`src/smArith_settings.svh`:
```
`ifndef SMARITH_SETTINGS_SVH
`define SMARITH_SETTINGS_SVH

// Operand word is a sign bit on top of the magnitude
`define SMA_WORD 16
`define SMA_MAG  15

// Clock period in ns and reset length in cycles for the testbench
`define SMA_CLK_PERIOD   8
`define SMA_RESET_CYCLES 2

`endif

```
`src/smArithPkg.sv`:
```
`include "smArith_settings.svh"

package smArithPkg;

    typedef logic [`SMA_WORD-1:0] word_t;  // Sign in the top bit
    typedef logic [`SMA_MAG-1:0]  mag_t;

    typedef enum logic [1:0] {
        OP_MUL,
        OP_DIV,
        OP_REM
    } opcode_t;

    typedef enum logic [3:0] {
        IDLE,
        SET,
        CHECKADD,
        ADD,
        FIN
    } mulState_t;

    // Divider steps, one check and one subtract per quotient count
    typedef enum logic [2:0] {
        D_IDLE,
        D_SET,
        D_CHECK,
        D_SUB,
        D_FIN
    } divState_t;

endpackage

```
`src/adder15.sv`:
```
`timescale 1ns/100ps
`include "smArith_settings.svh"

module adder15 (
    input  smArithPkg::mag_t in1,
    input  smArithPkg::mag_t in2,
    input  logic             sub,
    output smArithPkg::mag_t sum,
    output logic             cOut
);
    import smArithPkg::*;

    mag_t               opB;
    logic [`SMA_MAG:0]  carry;

    // Subtraction is in1 plus the inverted in2 plus one
    assign opB      = in2 ^ {`SMA_MAG{sub}};
    assign carry[0] = sub;

    genvar i;
    generate
        for (i = 0; i < `SMA_MAG; i++) begin : bitCell
            assign sum[i]     = in1[i] ^ opB[i] ^ carry[i];
            assign carry[i+1] = (in1[i] & opB[i]) | (carry[i] & (in1[i] ^ opB[i]));
        end
    endgenerate

    assign cOut = carry[`SMA_MAG];  // On a subtract this means in1 >= in2

endmodule

```
`src/multiply.sv`:
```
`timescale 1ns/100ps
`include "smArith_settings.svh"

module multiply (
    input  logic              clk,
    input  logic              nRST,
    input  smArithPkg::word_t INn1,
    input  smArithPkg::word_t INn2,
    input  logic              start,
    output smArithPkg::word_t out,
    output logic              finish
);
    import smArithPkg::*;

    mulState_t state, next;
    logic      nextFinish;
    word_t     nextOut;

    mag_t n1, nextN1;
    mag_t n2, nextN2;
    logic diffSign, nextDiffSign;

    // Product accumulator
    mag_t adderOut;
    mag_t adderSave, nextAdderSave;
    mag_t adderIn, nextAdderIn;

    // Loop counter
    mag_t countOut;
    mag_t countSave, nextCountSave;
    mag_t countIn, nextCountIn;

    logic stopCount;

    always_ff @(posedge clk, negedge nRST) begin
        if (!nRST) begin
            state  <= IDLE;
            finish <= 1'b0;
            out    <= '0;
        end else begin
            state  <= next;
            finish <= nextFinish;
            out    <= nextOut;
        end
    end

    always_ff @(posedge clk) begin
        n1        <= nextN1;
        n2        <= nextN2;
        diffSign  <= nextDiffSign;
        countSave <= nextCountSave;
        countIn   <= nextCountIn;
        adderSave <= nextAdderSave;
        adderIn   <= nextAdderIn;
    end

    always_comb begin : nextStateLogic
        next = state;
        case (state)
            IDLE: if (start) begin
                next = SET;
            end
            SET: begin
                if (INn2[`SMA_MAG-1:0] == '0) begin
                    next = FIN;  // Zero multiplier skips the loop
                end else begin
                    next = CHECKADD;
                end
            end
            CHECKADD: begin
                if (stopCount) begin
                    next = FIN;
                end else begin
                    next = ADD;
                end
            end
            ADD: next = CHECKADD;
            FIN: if (!start) begin
                next = IDLE;
            end
            default: next = IDLE;
        endcase
    end

    adder15 main (.in1(n1), .in2(adderIn), .sub(1'b0), .sum(adderOut), .cOut());

    adder15 count (.in1(countIn), .in2(mag_t'(1)), .sub(1'b0), .sum(countOut), .cOut());

    // Stops once the incremented count has reached |B|
    adder15 compCount (.in1(countOut), .in2(n2), .sub(1'b1), .sum(), .cOut(stopCount));

    always_comb begin : datapath
        nextFinish    = finish;
        nextOut       = out;
        nextN1        = n1;
        nextN2        = n2;
        nextDiffSign  = diffSign;
        nextCountSave = countSave;
        nextCountIn   = countIn;
        nextAdderSave = adderSave;
        nextAdderIn   = adderIn;

        case (state)
            SET: begin
                nextDiffSign  = INn1[`SMA_WORD-1] ^ INn2[`SMA_WORD-1];
                nextN1        = INn1[`SMA_MAG-1:0];
                nextN2        = INn2[`SMA_MAG-1:0];
                nextCountSave = '0;
                nextCountIn   = '0;
                nextAdderSave = '0;
                nextAdderIn   = '0;
            end
            CHECKADD: begin
                nextCountSave = countOut;
                nextAdderSave = adderOut;
            end
            ADD: begin
                nextCountIn = countSave;  // Feed the sums back for the next pass
                nextAdderIn = adderSave;
            end
            FIN: begin
                nextOut    = {diffSign, adderSave};
                nextFinish = 1'b1;
            end
            default: nextFinish = 1'b0;
        endcase
    end

    // finish lingers one cycle into IDLE since it is registered
    assert property (@(posedge clk) disable iff (!nRST)
        finish |-> (state == FIN || $past(state) == FIN))
        else $error("multiply: finish high outside FIN");

    assert property (@(posedge clk) disable iff (!nRST)
        (state == FIN && $fell(start)) |=> (state == IDLE) ##1 !finish)
        else $error("multiply: no clean return to IDLE after start fell");

endmodule

```
`src/divide.sv`:
```
`timescale 1ns/100ps
`include "smArith_settings.svh"

module divide (
    input  logic              clk,
    input  logic              nRST,
    input  smArithPkg::word_t INn1,
    input  smArithPkg::word_t INn2,
    input  logic              start,
    output smArithPkg::word_t quot,
    output smArithPkg::word_t rem,
    output logic              divZero,
    output logic              finish
);
    import smArithPkg::*;

    divState_t state, next;
    logic      nextFinish;
    logic      nextDivZero;
    word_t     nextQuot;
    word_t     nextRem;

    mag_t remMag, nextRemMag;    // Running remainder
    mag_t quotMag, nextQuotMag;
    mag_t divisor, nextDivisor;
    logic quotSign, nextQuotSign;
    logic remSign, nextRemSign;
    logic zeroDiv, nextZeroDiv;

    mag_t subOut;
    mag_t incOut;
    logic remGeDiv;

    adder15 subtract (.in1(remMag), .in2(divisor), .sub(1'b1), .sum(subOut), .cOut(remGeDiv));

    adder15 increment (.in1(quotMag), .in2(mag_t'(1)), .sub(1'b0), .sum(incOut), .cOut());

    always_ff @(posedge clk, negedge nRST) begin
        if (!nRST) begin
            state   <= D_IDLE;
            finish  <= 1'b0;
            divZero <= 1'b0;
            quot    <= '0;
            rem     <= '0;
        end else begin
            state   <= next;
            finish  <= nextFinish;
            divZero <= nextDivZero;
            quot    <= nextQuot;
            rem     <= nextRem;
        end
    end

    always_ff @(posedge clk) begin
        remMag   <= nextRemMag;
        quotMag  <= nextQuotMag;
        divisor  <= nextDivisor;
        quotSign <= nextQuotSign;
        remSign  <= nextRemSign;
        zeroDiv  <= nextZeroDiv;
    end

    always_comb begin
        next         = state;
        nextFinish   = finish;
        nextDivZero  = divZero;
        nextQuot     = quot;
        nextRem      = rem;
        nextRemMag   = remMag;
        nextQuotMag  = quotMag;
        nextDivisor  = divisor;
        nextQuotSign = quotSign;
        nextRemSign  = remSign;
        nextZeroDiv  = zeroDiv;

        case (state)
            D_IDLE: begin
                nextFinish  = 1'b0;
                nextDivZero = 1'b0;
                if (start) next = D_SET;
            end
            D_SET: begin
                nextQuotSign = INn1[`SMA_WORD-1] ^ INn2[`SMA_WORD-1];
                nextRemSign  = INn1[`SMA_WORD-1];
                nextRemMag   = INn1[`SMA_MAG-1:0];
                nextDivisor  = INn2[`SMA_MAG-1:0];
                if (INn2[`SMA_MAG-1:0] == '0) begin
                    nextQuotMag = '1;  // Saturated quotient flags the zero divisor
                    nextZeroDiv = 1'b1;
                    next        = D_FIN;
                end else begin
                    nextQuotMag = '0;
                    nextZeroDiv = 1'b0;
                    next        = D_CHECK;
                end
            end
            D_CHECK: begin
                if (remGeDiv) begin
                    next = D_SUB;
                end else begin
                    next = D_FIN;
                end
            end
            D_SUB: begin
                nextRemMag  = subOut;
                nextQuotMag = incOut;
                next        = D_CHECK;
            end
            D_FIN: begin
                nextQuot    = {quotSign, quotMag};
                nextRem     = {remSign, remMag};
                nextDivZero = zeroDiv;
                nextFinish  = 1'b1;
                if (!start) next = D_IDLE;
            end
            default: next = D_IDLE;
        endcase
    end

    assert property (@(posedge clk) disable iff (!nRST) divZero |-> finish)
        else $error("divide: divZero without finish");

endmodule

```
`src/smArithUnit.sv`:
```
`timescale 1ns/100ps

module smArithUnit (
    input  logic                clk,
    input  logic                nRST,
    input  logic                req,
    input  smArithPkg::opcode_t op,
    input  smArithPkg::word_t   a,
    input  smArithPkg::word_t   b,
    output logic                ack,
    output smArithPkg::word_t   result,
    output logic                divZero
);
    import smArithPkg::*;

    opcode_t opLatch;
    logic    busy;
    logic    reqDone;  // req has dropped after ack, waiting for ack to clear
    logic    startMul, startDiv;
    logic    mulFinish, divFinish;
    logic    divByZero;
    word_t   mulOut, divQuot, divRem;

    always_ff @(posedge clk, negedge nRST) begin
        if (!nRST) begin
            opLatch <= OP_MUL;
            busy    <= 1'b0;
            reqDone <= 1'b0;
        end else if (!busy) begin
            if (req) begin
                busy    <= 1'b1;
                opLatch <= op;
            end
        end else if (reqDone) begin
            if (!ack) begin
                busy    <= 1'b0;
                reqDone <= 1'b0;
            end
        end else if (ack && !req) begin
            reqDone <= 1'b1;
        end
    end

    // A new req during the tail of the last one must not restart a unit
    assign startMul = busy && req && !reqDone && (opLatch == OP_MUL);
    assign startDiv = busy && req && !reqDone && (opLatch != OP_MUL);

    multiply u_multiply (.clk(clk), .nRST(nRST), .INn1(a), .INn2(b), .start(startMul),
                         .out(mulOut), .finish(mulFinish));

    divide u_divide (.clk(clk), .nRST(nRST), .INn1(a), .INn2(b), .start(startDiv),
                     .quot(divQuot), .rem(divRem), .divZero(divByZero), .finish(divFinish));

    assign ack     = (opLatch == OP_MUL) ? mulFinish : divFinish;
    assign divZero = (opLatch != OP_MUL) && divByZero;

    always_comb begin
        case (opLatch)
            OP_MUL:  result = mulOut;
            OP_REM:  result = divRem;
            default: result = divQuot;
        endcase
    end

    // A unit only starts once the other one has dropped its finish
    assert property (@(posedge clk) disable iff (!nRST)
        !(startMul && divFinish) && !(startDiv && mulFinish))
        else $error("smArithUnit: unit started while the other still finishing");

endmodule

```
`config.mk`:
```
export PLATFORM = sky130hd
export DESIGN_NAME = smArithUnit
export DESIGN_NICKNAME = d
export VERILOG_FILES = /design/src/smArithPkg.sv /design/src/adder15.sv /design/src/multiply.sv /design/src/divide.sv /design/src/smArithUnit.sv
export VERILOG_INCLUDE_DIRS = /design/src
export SDC_FILE = /design/constraint.sdc
export NUM_CORES = 1
export LEC_CHECK = 0
export BUFFER_PORTS_ARGS = -buffer_cell sky130_fd_sc_hd__buf_2
export CORE_MARGIN = 2
export CORE_UTILIZATION = 55
export DETAILED_ROUTE_END_ITERATION = 10
export PLACE_DENSITY = 0.8
export SYNTH_ARGS = -nofsm -noshare
export SYNTH_HDL_FRONTEND = slang
export SYNTH_SLANG_ARGS = --single-unit
```
`constraint.sdc`:
```
create_clock -name clk -period 12.2 [get_ports clk]
set_clock_uncertainty 0.2 [all_clocks]
set_input_delay 1.83 -clock clk [delete_from_list [all_inputs] [get_ports clk]]
set_output_delay 1.83 -clock clk [all_outputs]
set_load 0.005 [all_outputs]
```
* Word-level counts from Yosys, hierarchy flattened
Index checks and enable logic that the tools add are counted.
Operators by class: reductions and logical operators 21, bitwise gates (word level) 262, mux-type cells 29, equal/unequal tests 13
Operators with widths (count):
- case mux 15 bit (2 select lines) | 6
- bitwise AND 1 bit | 111
- XOR 1 bit | 102
- OR 1 bit | 43
- case mux 16 bit (2 select lines) | 1
- NOT 15 bit | 2
- case mux 4 bit (5 select lines) | 1
- two-way mux 3 bit | 6
- logical NOT 15 bit | 1
- two-way mux 15 bit | 1
- case mux 3 bit (5 select lines) | 1
- nonzero test 2 bit | 5
- equality test 4 x 2 -> 1 bit (second input constant) | 2
- two-way mux 1 bit | 8
- two-way mux 4 bit | 2
- equality test 3 x 2 -> 1 bit (second input constant) | 2
- logical AND 1 bit | 6
- case mux 1 bit (2 select lines) | 3
- AND reduction 2 bit | 3
- equality test 4 x 1 -> 1 bit (second input constant) | 1
- equality test 4 x 3 -> 1 bit (second input constant) | 1
- logical NOT 4 bit | 1
- inequality test 2 x 1 -> 1 bit (second input constant) | 2
- inequality test 2 bit (second input constant) | 2
- other kinds (8) | 12
Storage, ports and cells: register bits after elaboration 201

* Longest topological paths before layout
depth after elaboration 33, gate-level depth with buffers 19, gate-level depth less buffers 19

* Cells and area by module
From an unflattened synthesis, not the netlist that was laid out.
Second synthesis, totals: cell total of the unflattened synthesis 775, area total of the unflattened synthesis 10711.5 um^2
Modules (own cells, without submodules):
- multiply | area an instance 4063.9 um^2, cells an instance 228, times used 1
- divide | area an instance 3334.4 um^2, cells an instance 183, times used 1
- adder15 | area an instance 551.8 um^2, cells an instance 58, times used 5
- smArithUnit | area an instance 554.3 um^2, cells an instance 74, times used 1

* Least setup slack after synthesis
Ideal clock, no wire load.
path type reg2reg, start register u_divide.divisor[0], end register u_divide.state[0], clock period less this slack 7533 ps, buffers on the path 0, setup time 86 ps, cell stages (with the launch flop) 18, setup slack 4667 ps, arrival time 7247 ps, data required time 11914 ps, cells stage by stage edfxtp_1 > ha_1 > fa_1 > fa_1 > fa_1 > fa_1 > fa_1 > fa_1 > fa_1 > fa_1 > fa_1 > fa_1 > fa_1 > fa_1 > fa_1 > fa_1 > mux2_2 > nor3_1
On the way: word-level cells in the longest chain between the ends 33, elaborated cells on any way between the ends 34, those cells by class mux (2); bitwise (32)
Ends and longest elaborated chain:
- from (decl) | line divide.sv:25 | mag_t divisor, nextDivisor;
- from (signal assigned) | line divide.sv:57 | divisor <= nextDivisor;
- NOT 15 bit (no source line) (*)
- bitwise AND 1 bit / XOR 1 bit (equally long branches) | line adder15.sv:24 | assign carry[i+1] = (in1[i] & opB[i]) | (carry[i] & (in1[i] ^ opB[i]));
- OR 1 bit (*) | line adder15.sv:24
- bitwise AND 1 bit (*) | line adder15.sv:24
- OR 1 bit (*) | line adder15.sv:24
- bitwise AND 1 bit (*) | line adder15.sv:24
- OR 1 bit (*) | line adder15.sv:24
- bitwise AND 1 bit (*) | line adder15.sv:24
- [... 17 more ...]
- bitwise AND 1 bit (*) | line adder15.sv:24
- OR 1 bit (*) | line adder15.sv:24
- bitwise AND 1 bit (*) | line adder15.sv:24
- OR 1 bit (*) | line adder15.sv:24
- bitwise AND 1 bit (*) | line adder15.sv:24
- OR 1 bit (*) | line adder15.sv:24
- two-way mux 3 bit (*) | line divide.sv:98 | if (remGeDiv) begin
- case mux 3 bit (5 select lines) (*) | line divide.sv:76 | case (state)
- to (signal assigned) | line divide.sv:46 | state <= next;
- to (decl) | line divide.sv:17 | divState_t state, next;
Every way passes the cells marked *; elsewhere a longest branch is shown, timed or not. A chain may end at the register's enable or synchronous reset.

* Worst setup path in the final report
Ends and elaborated chain as after synthesis.

==> summary.txt <==
Setup path
  • CP arrival: roughly 8 ns
  • Worst r2r src: u_divide.divisor[0]$_DFFE_PN_
  • Cells along the critical path: ha_1 -> fa_1 -> fa_1 -> fa_1 -> fa_1 -> fa_1 -> fa_1 -> fa_1 -> fa_1 -> fa_1 -> fa_1 -> fa_1 -> fa_1 -> fa_1 -> fa_1 -> mux2_2 -> nor3_1
  • Levels on crit path: 17
  • Worst Setup EP: u_divide.state[0]$_DFFE_PN0P_
  • Crit-path slowest cell: fa_1
  • Register-to-Register Setup Slack: 4.35 ns
  • CP Launch Type: register
  • Most used cell, CP: fa_1
  • Critical Path RT: 12.34 ns
  • R2R Path End: u_divide.state[0]$_DFFE_PN0P_
  • Slowest Stage Delay on Critical Path: about 0.5 ns
  • Crit. End Element: register
  • CP Max Fanout: 2
  • WP buf/inv: 0
  • Reg2Reg Depth: 17
  • CP Launch Point: u_divide.divisor[0]$_DFFE_PN_
  • CP Class: reg -> reg
  • Delay-heaviest family, CP: adder cells

Pwr
  • Internal power: around 1.6 mW
  • Psw: around 0.82 mW
  • Power share of the sequential group: about 47%
  • Maximum vdd ir drop: 161 uV
  • Pwr dens: 245 nW/um^2
  • Leakage: ~4.6 nW
  • Gate power share: a little under a third
  • Clock group share of total power: between 20% and 30%
  • Sw frac: ~33%

Timing
  • Final TNS setup: 0 ns
  • Worst slew pin tran: between 1 and 1.5 ns
  • Peak Freq: 127 MHz
  • Period utilization: between 60 and 70%
  • Worst rel slew slack: between 20% and 30%
  • Final min period: between 7 and 8 ns
  • Hold Violations, Final: 0
  • RSZ-0062 raised after global routing: false
  • # setup viols final: 0
  • Final max-slew violation count: 0

Clock network
  • H-tree depth: 4
  • Cts repair resizes: 0
  • Root Driver: clkbuf_16
  • TritonCTS Buffers: 17
  • Worst-path clk slew: approximately 0.07 ns
  • Post-CTS Hold Buffers: 0
  • Clock sinks: 200
  • CTS tree: done
  • Post-CTS setup buffer count: 0
  • Worst-Skew Late Latency: ~0.43 ns
  • CTS Buffer Depth: 2

Global route
  • Total global-route track usage: between 20% and 30%
  • Number of global-route vias before repair: 5398
  • Global-route wire length before repair: ~29000 um
  • Initial antenna violation count: 0
  • Largest net degree at the start of global routing: 66
  • Grt total ovfl: 0

Placed design
  • Global placer's final weighted congestion: a little under 0.9
  • DP Wirelength: about 12000 um
  • Port buffer count: 54

Yosys
  • Synth Instances: 668
  • Top cells by area, synth: edfxtp_1, dfrtp_1, fa_1
  • Flop and latch count out of synthesis: 200
  • Yosys Warn Count: 0
  • Synthesized area per cell: 13.5 sq um
  • Synth Net Count: ~770
  • Synthesized area: around 9000 sq um
  • Post-synth top area share: 46.3%
  • Yosys top cell by area: edfxtp_1
  • Top-count cell post-synth: edfxtp_1
  • Top cells by count, synth: edfxtp_1, nand2_1, dfrtp_1, and3_1, o21ai_0
  • Post-synth EDFFs: about 140
  • Synth Flop Type: edfxtp_1
  • Cell variety after synth: between 40 and 50
  • Sequential fraction of the synthesis area: 63.2%
  • Fraction of registers with async set/reset: 30.5%

Detailed routing
  • Top layer reached by signal wires: met4
  • DRC Markers: 0
  • Pre-antenna DRT Iters: 5
  • Met2 WL: ~8700 um
  • Post-route ant nets: 0
  • DRT iter0 DRCs: about 470
  • Met3 WL: between 1000 and 1500 um
  • WL/cell: roughly 19 um
  • DR vias: 5380
  • Routed Wire Length: 18000 um
  • Metal-1 WL: between 7000 and 8000 um
  • DR vias/cell: ~5.7

Floorplan
  • Num ports: 55
  • Standard-cell rows: 46
  • Full die area: 17400 sq um
  • Die extent in x: ~130 um
  • Starting Density: approximately 57%
  • Die height: 132 um
  • Core area: ~16000 sq um

Hold path
  • Hold depth: 2
  • Hold Crit Class: reg -> reg

Status
  • Status: complete, no violations

Layout
  • Layout fillers: ~1.2k
  • # diodes: 0
  • Multi-input logic area: between 3000 and 4000 sq um
  • Share of layout cells above drive strength 1: between 10% and 20%
  • Seq. cell area: between 5000 and 6000 sq um
  • Area Growth Syn to Fin: 11.5%
  • Final nets: 821
  • Final Util: approximately 63%

Job
  • Maxcap violations: 0
[worst min-delay path, cell delays in order (launching register included)]
cell	delay, ns
edfxtp_1	0.32
nand2_1	0.04
nand2_1	0.05
[power by group through the flow]
| stage | clock (mW) | sequential, mW | combinational (mW) |
|---|---|---|---|
| final | 0.560 | 1.16 | 0.746 |
| after global routing | 0.593 | 1.19 | 0.842 |
| after CTS | 0.568 | 1.16 | 0.759 |
| after detailed placement | 0 | 1.17 | 0.748 |
| after global placement | 0 | 1.16 | 0.695 |
| after floorplan | 0 | 1.13 | 0.518 |
[per-stage QoR]
| step | total power, mW | hold WS (ns) | std cells | instance area (sq um) | setup slack (ns) |
|---|---|---|---|---|---|
| 2_1_floorplan | 1.64 | 0.215 | 668 | 9020 | 4.67 |
| 5_1_grt | 2.62 | 0.259 | 944 | 10100 | 4.10 |
| 3_3_place_gp | 1.85 | 0.228 | 912 | 9480 | 4.51 |
| 6_report | 2.47 | 0.248 | 944 | 10100 | 4.35 |
| 4_1_cts | 2.49 | 0.252 | 944 | 10100 | 4.28 |
| 3_5_place_dp | 1.92 | 0.231 | 912 | 9480 | 4.38 |
[worst min-delay path by stage]
stage	slack, ns	startpoint	endpoint
floorplan	0.21	u_divide.quotSign$_DFFE_PN_	u_divide.quot[15]$_DFFE_PN0P_
global placement	0.23	u_divide.quotSign$_DFFE_PN_	u_divide.quot[15]$_DFFE_PN0P_
detailed placement	0.23	u_divide.remSign$_DFFE_PN_	u_divide.rem[15]$_DFFE_PN0P_
CTS	0.25	u_divide.remSign$_DFFE_PN_	u_divide.rem[15]$_DFFE_PN0P_
global route	0.26	u_divide.remSign$_DFFE_PN_	u_divide.rem[15]$_DFFE_PN0P_
finish	0.25	u_divide.remSign$_DFFE_PN_	u_divide.rem[15]$_DFFE_PN0P_
[layout by cell type (no fill, tap or decap), types with 2 or more instances in the layout]
cell / count
o21a_1: 4
buf_2: 54
ha_1: 42
o2111ai_1: 2
clkinv_2: 2
a21o_1: 16
mux2_2: 19
bufinv_16: 3
nor2_1: 11
nand3_1: 2
a21oi_1: 4
and2_1: 4
and3_1: 57
edfxtp_1: 139
o21ai_0: 52
clkbuf_1: 4
nor3b_1: 2
clkinvlp_4: 2
nor4_2: 3
dfrtp_1: 61
mux2i_1: 17
clkinv_1: 3
fa_1: 27
nand2_1: 105
buf_4: 8
nor3_1: 2
xor2_1: 4
inv_1: 38
clkbuf_16: 17
nand2b_1: 2
[state kept, by name, summed over array words and instances, names as in the netlist, 2 cells and up]
signal                cells
u_divide.divisor         15
u_divide.remMag          15
u_divide.rem             16
u_multiply.out           16
u_multiply.countSave     15
u_multiply.n1            15
u_multiply.n2            15
u_divide.quotMag         15
u_divide.quot            16
u_multiply.countIn       15
u_multiply.adderSave     15
opLatch                   2
u_multiply.adderIn       15
u_multiply.state          3
u_divide.state            3
[routing by layer]
layer,up-vias,GRT usage (%)
met5,-,0
met4,0,8.21
met3,25,4.50
met2,181,34.9
met1,2719,29.9
li1,2455,-
[cell type report]
cell class	instances	area share (%)
flip-flops and latches	200	56.7
inverters	39	1.46
clock inverters	10	1.26
multi-input cells	395	30.1
repair buffers	62	3.28
clock buffers	22	4.52
well taps	216	2.69
[kinds of logic (layout without fill, tap and decap cells)]
kind of cell    after synthesis  in the layout  share of synthesized area, %
compound gates               90             90                          6.24
xor+xnor                      5              5                         0.485
fa+ha+maj                    69             69                          11.8
buf+inv                      73            133                          3.31
flops                       200            200                          63.2
mux                          36             36                          4.26
simple gates                195            195                          10.7
No activity file was read; power rests on OpenSTA's default activity.
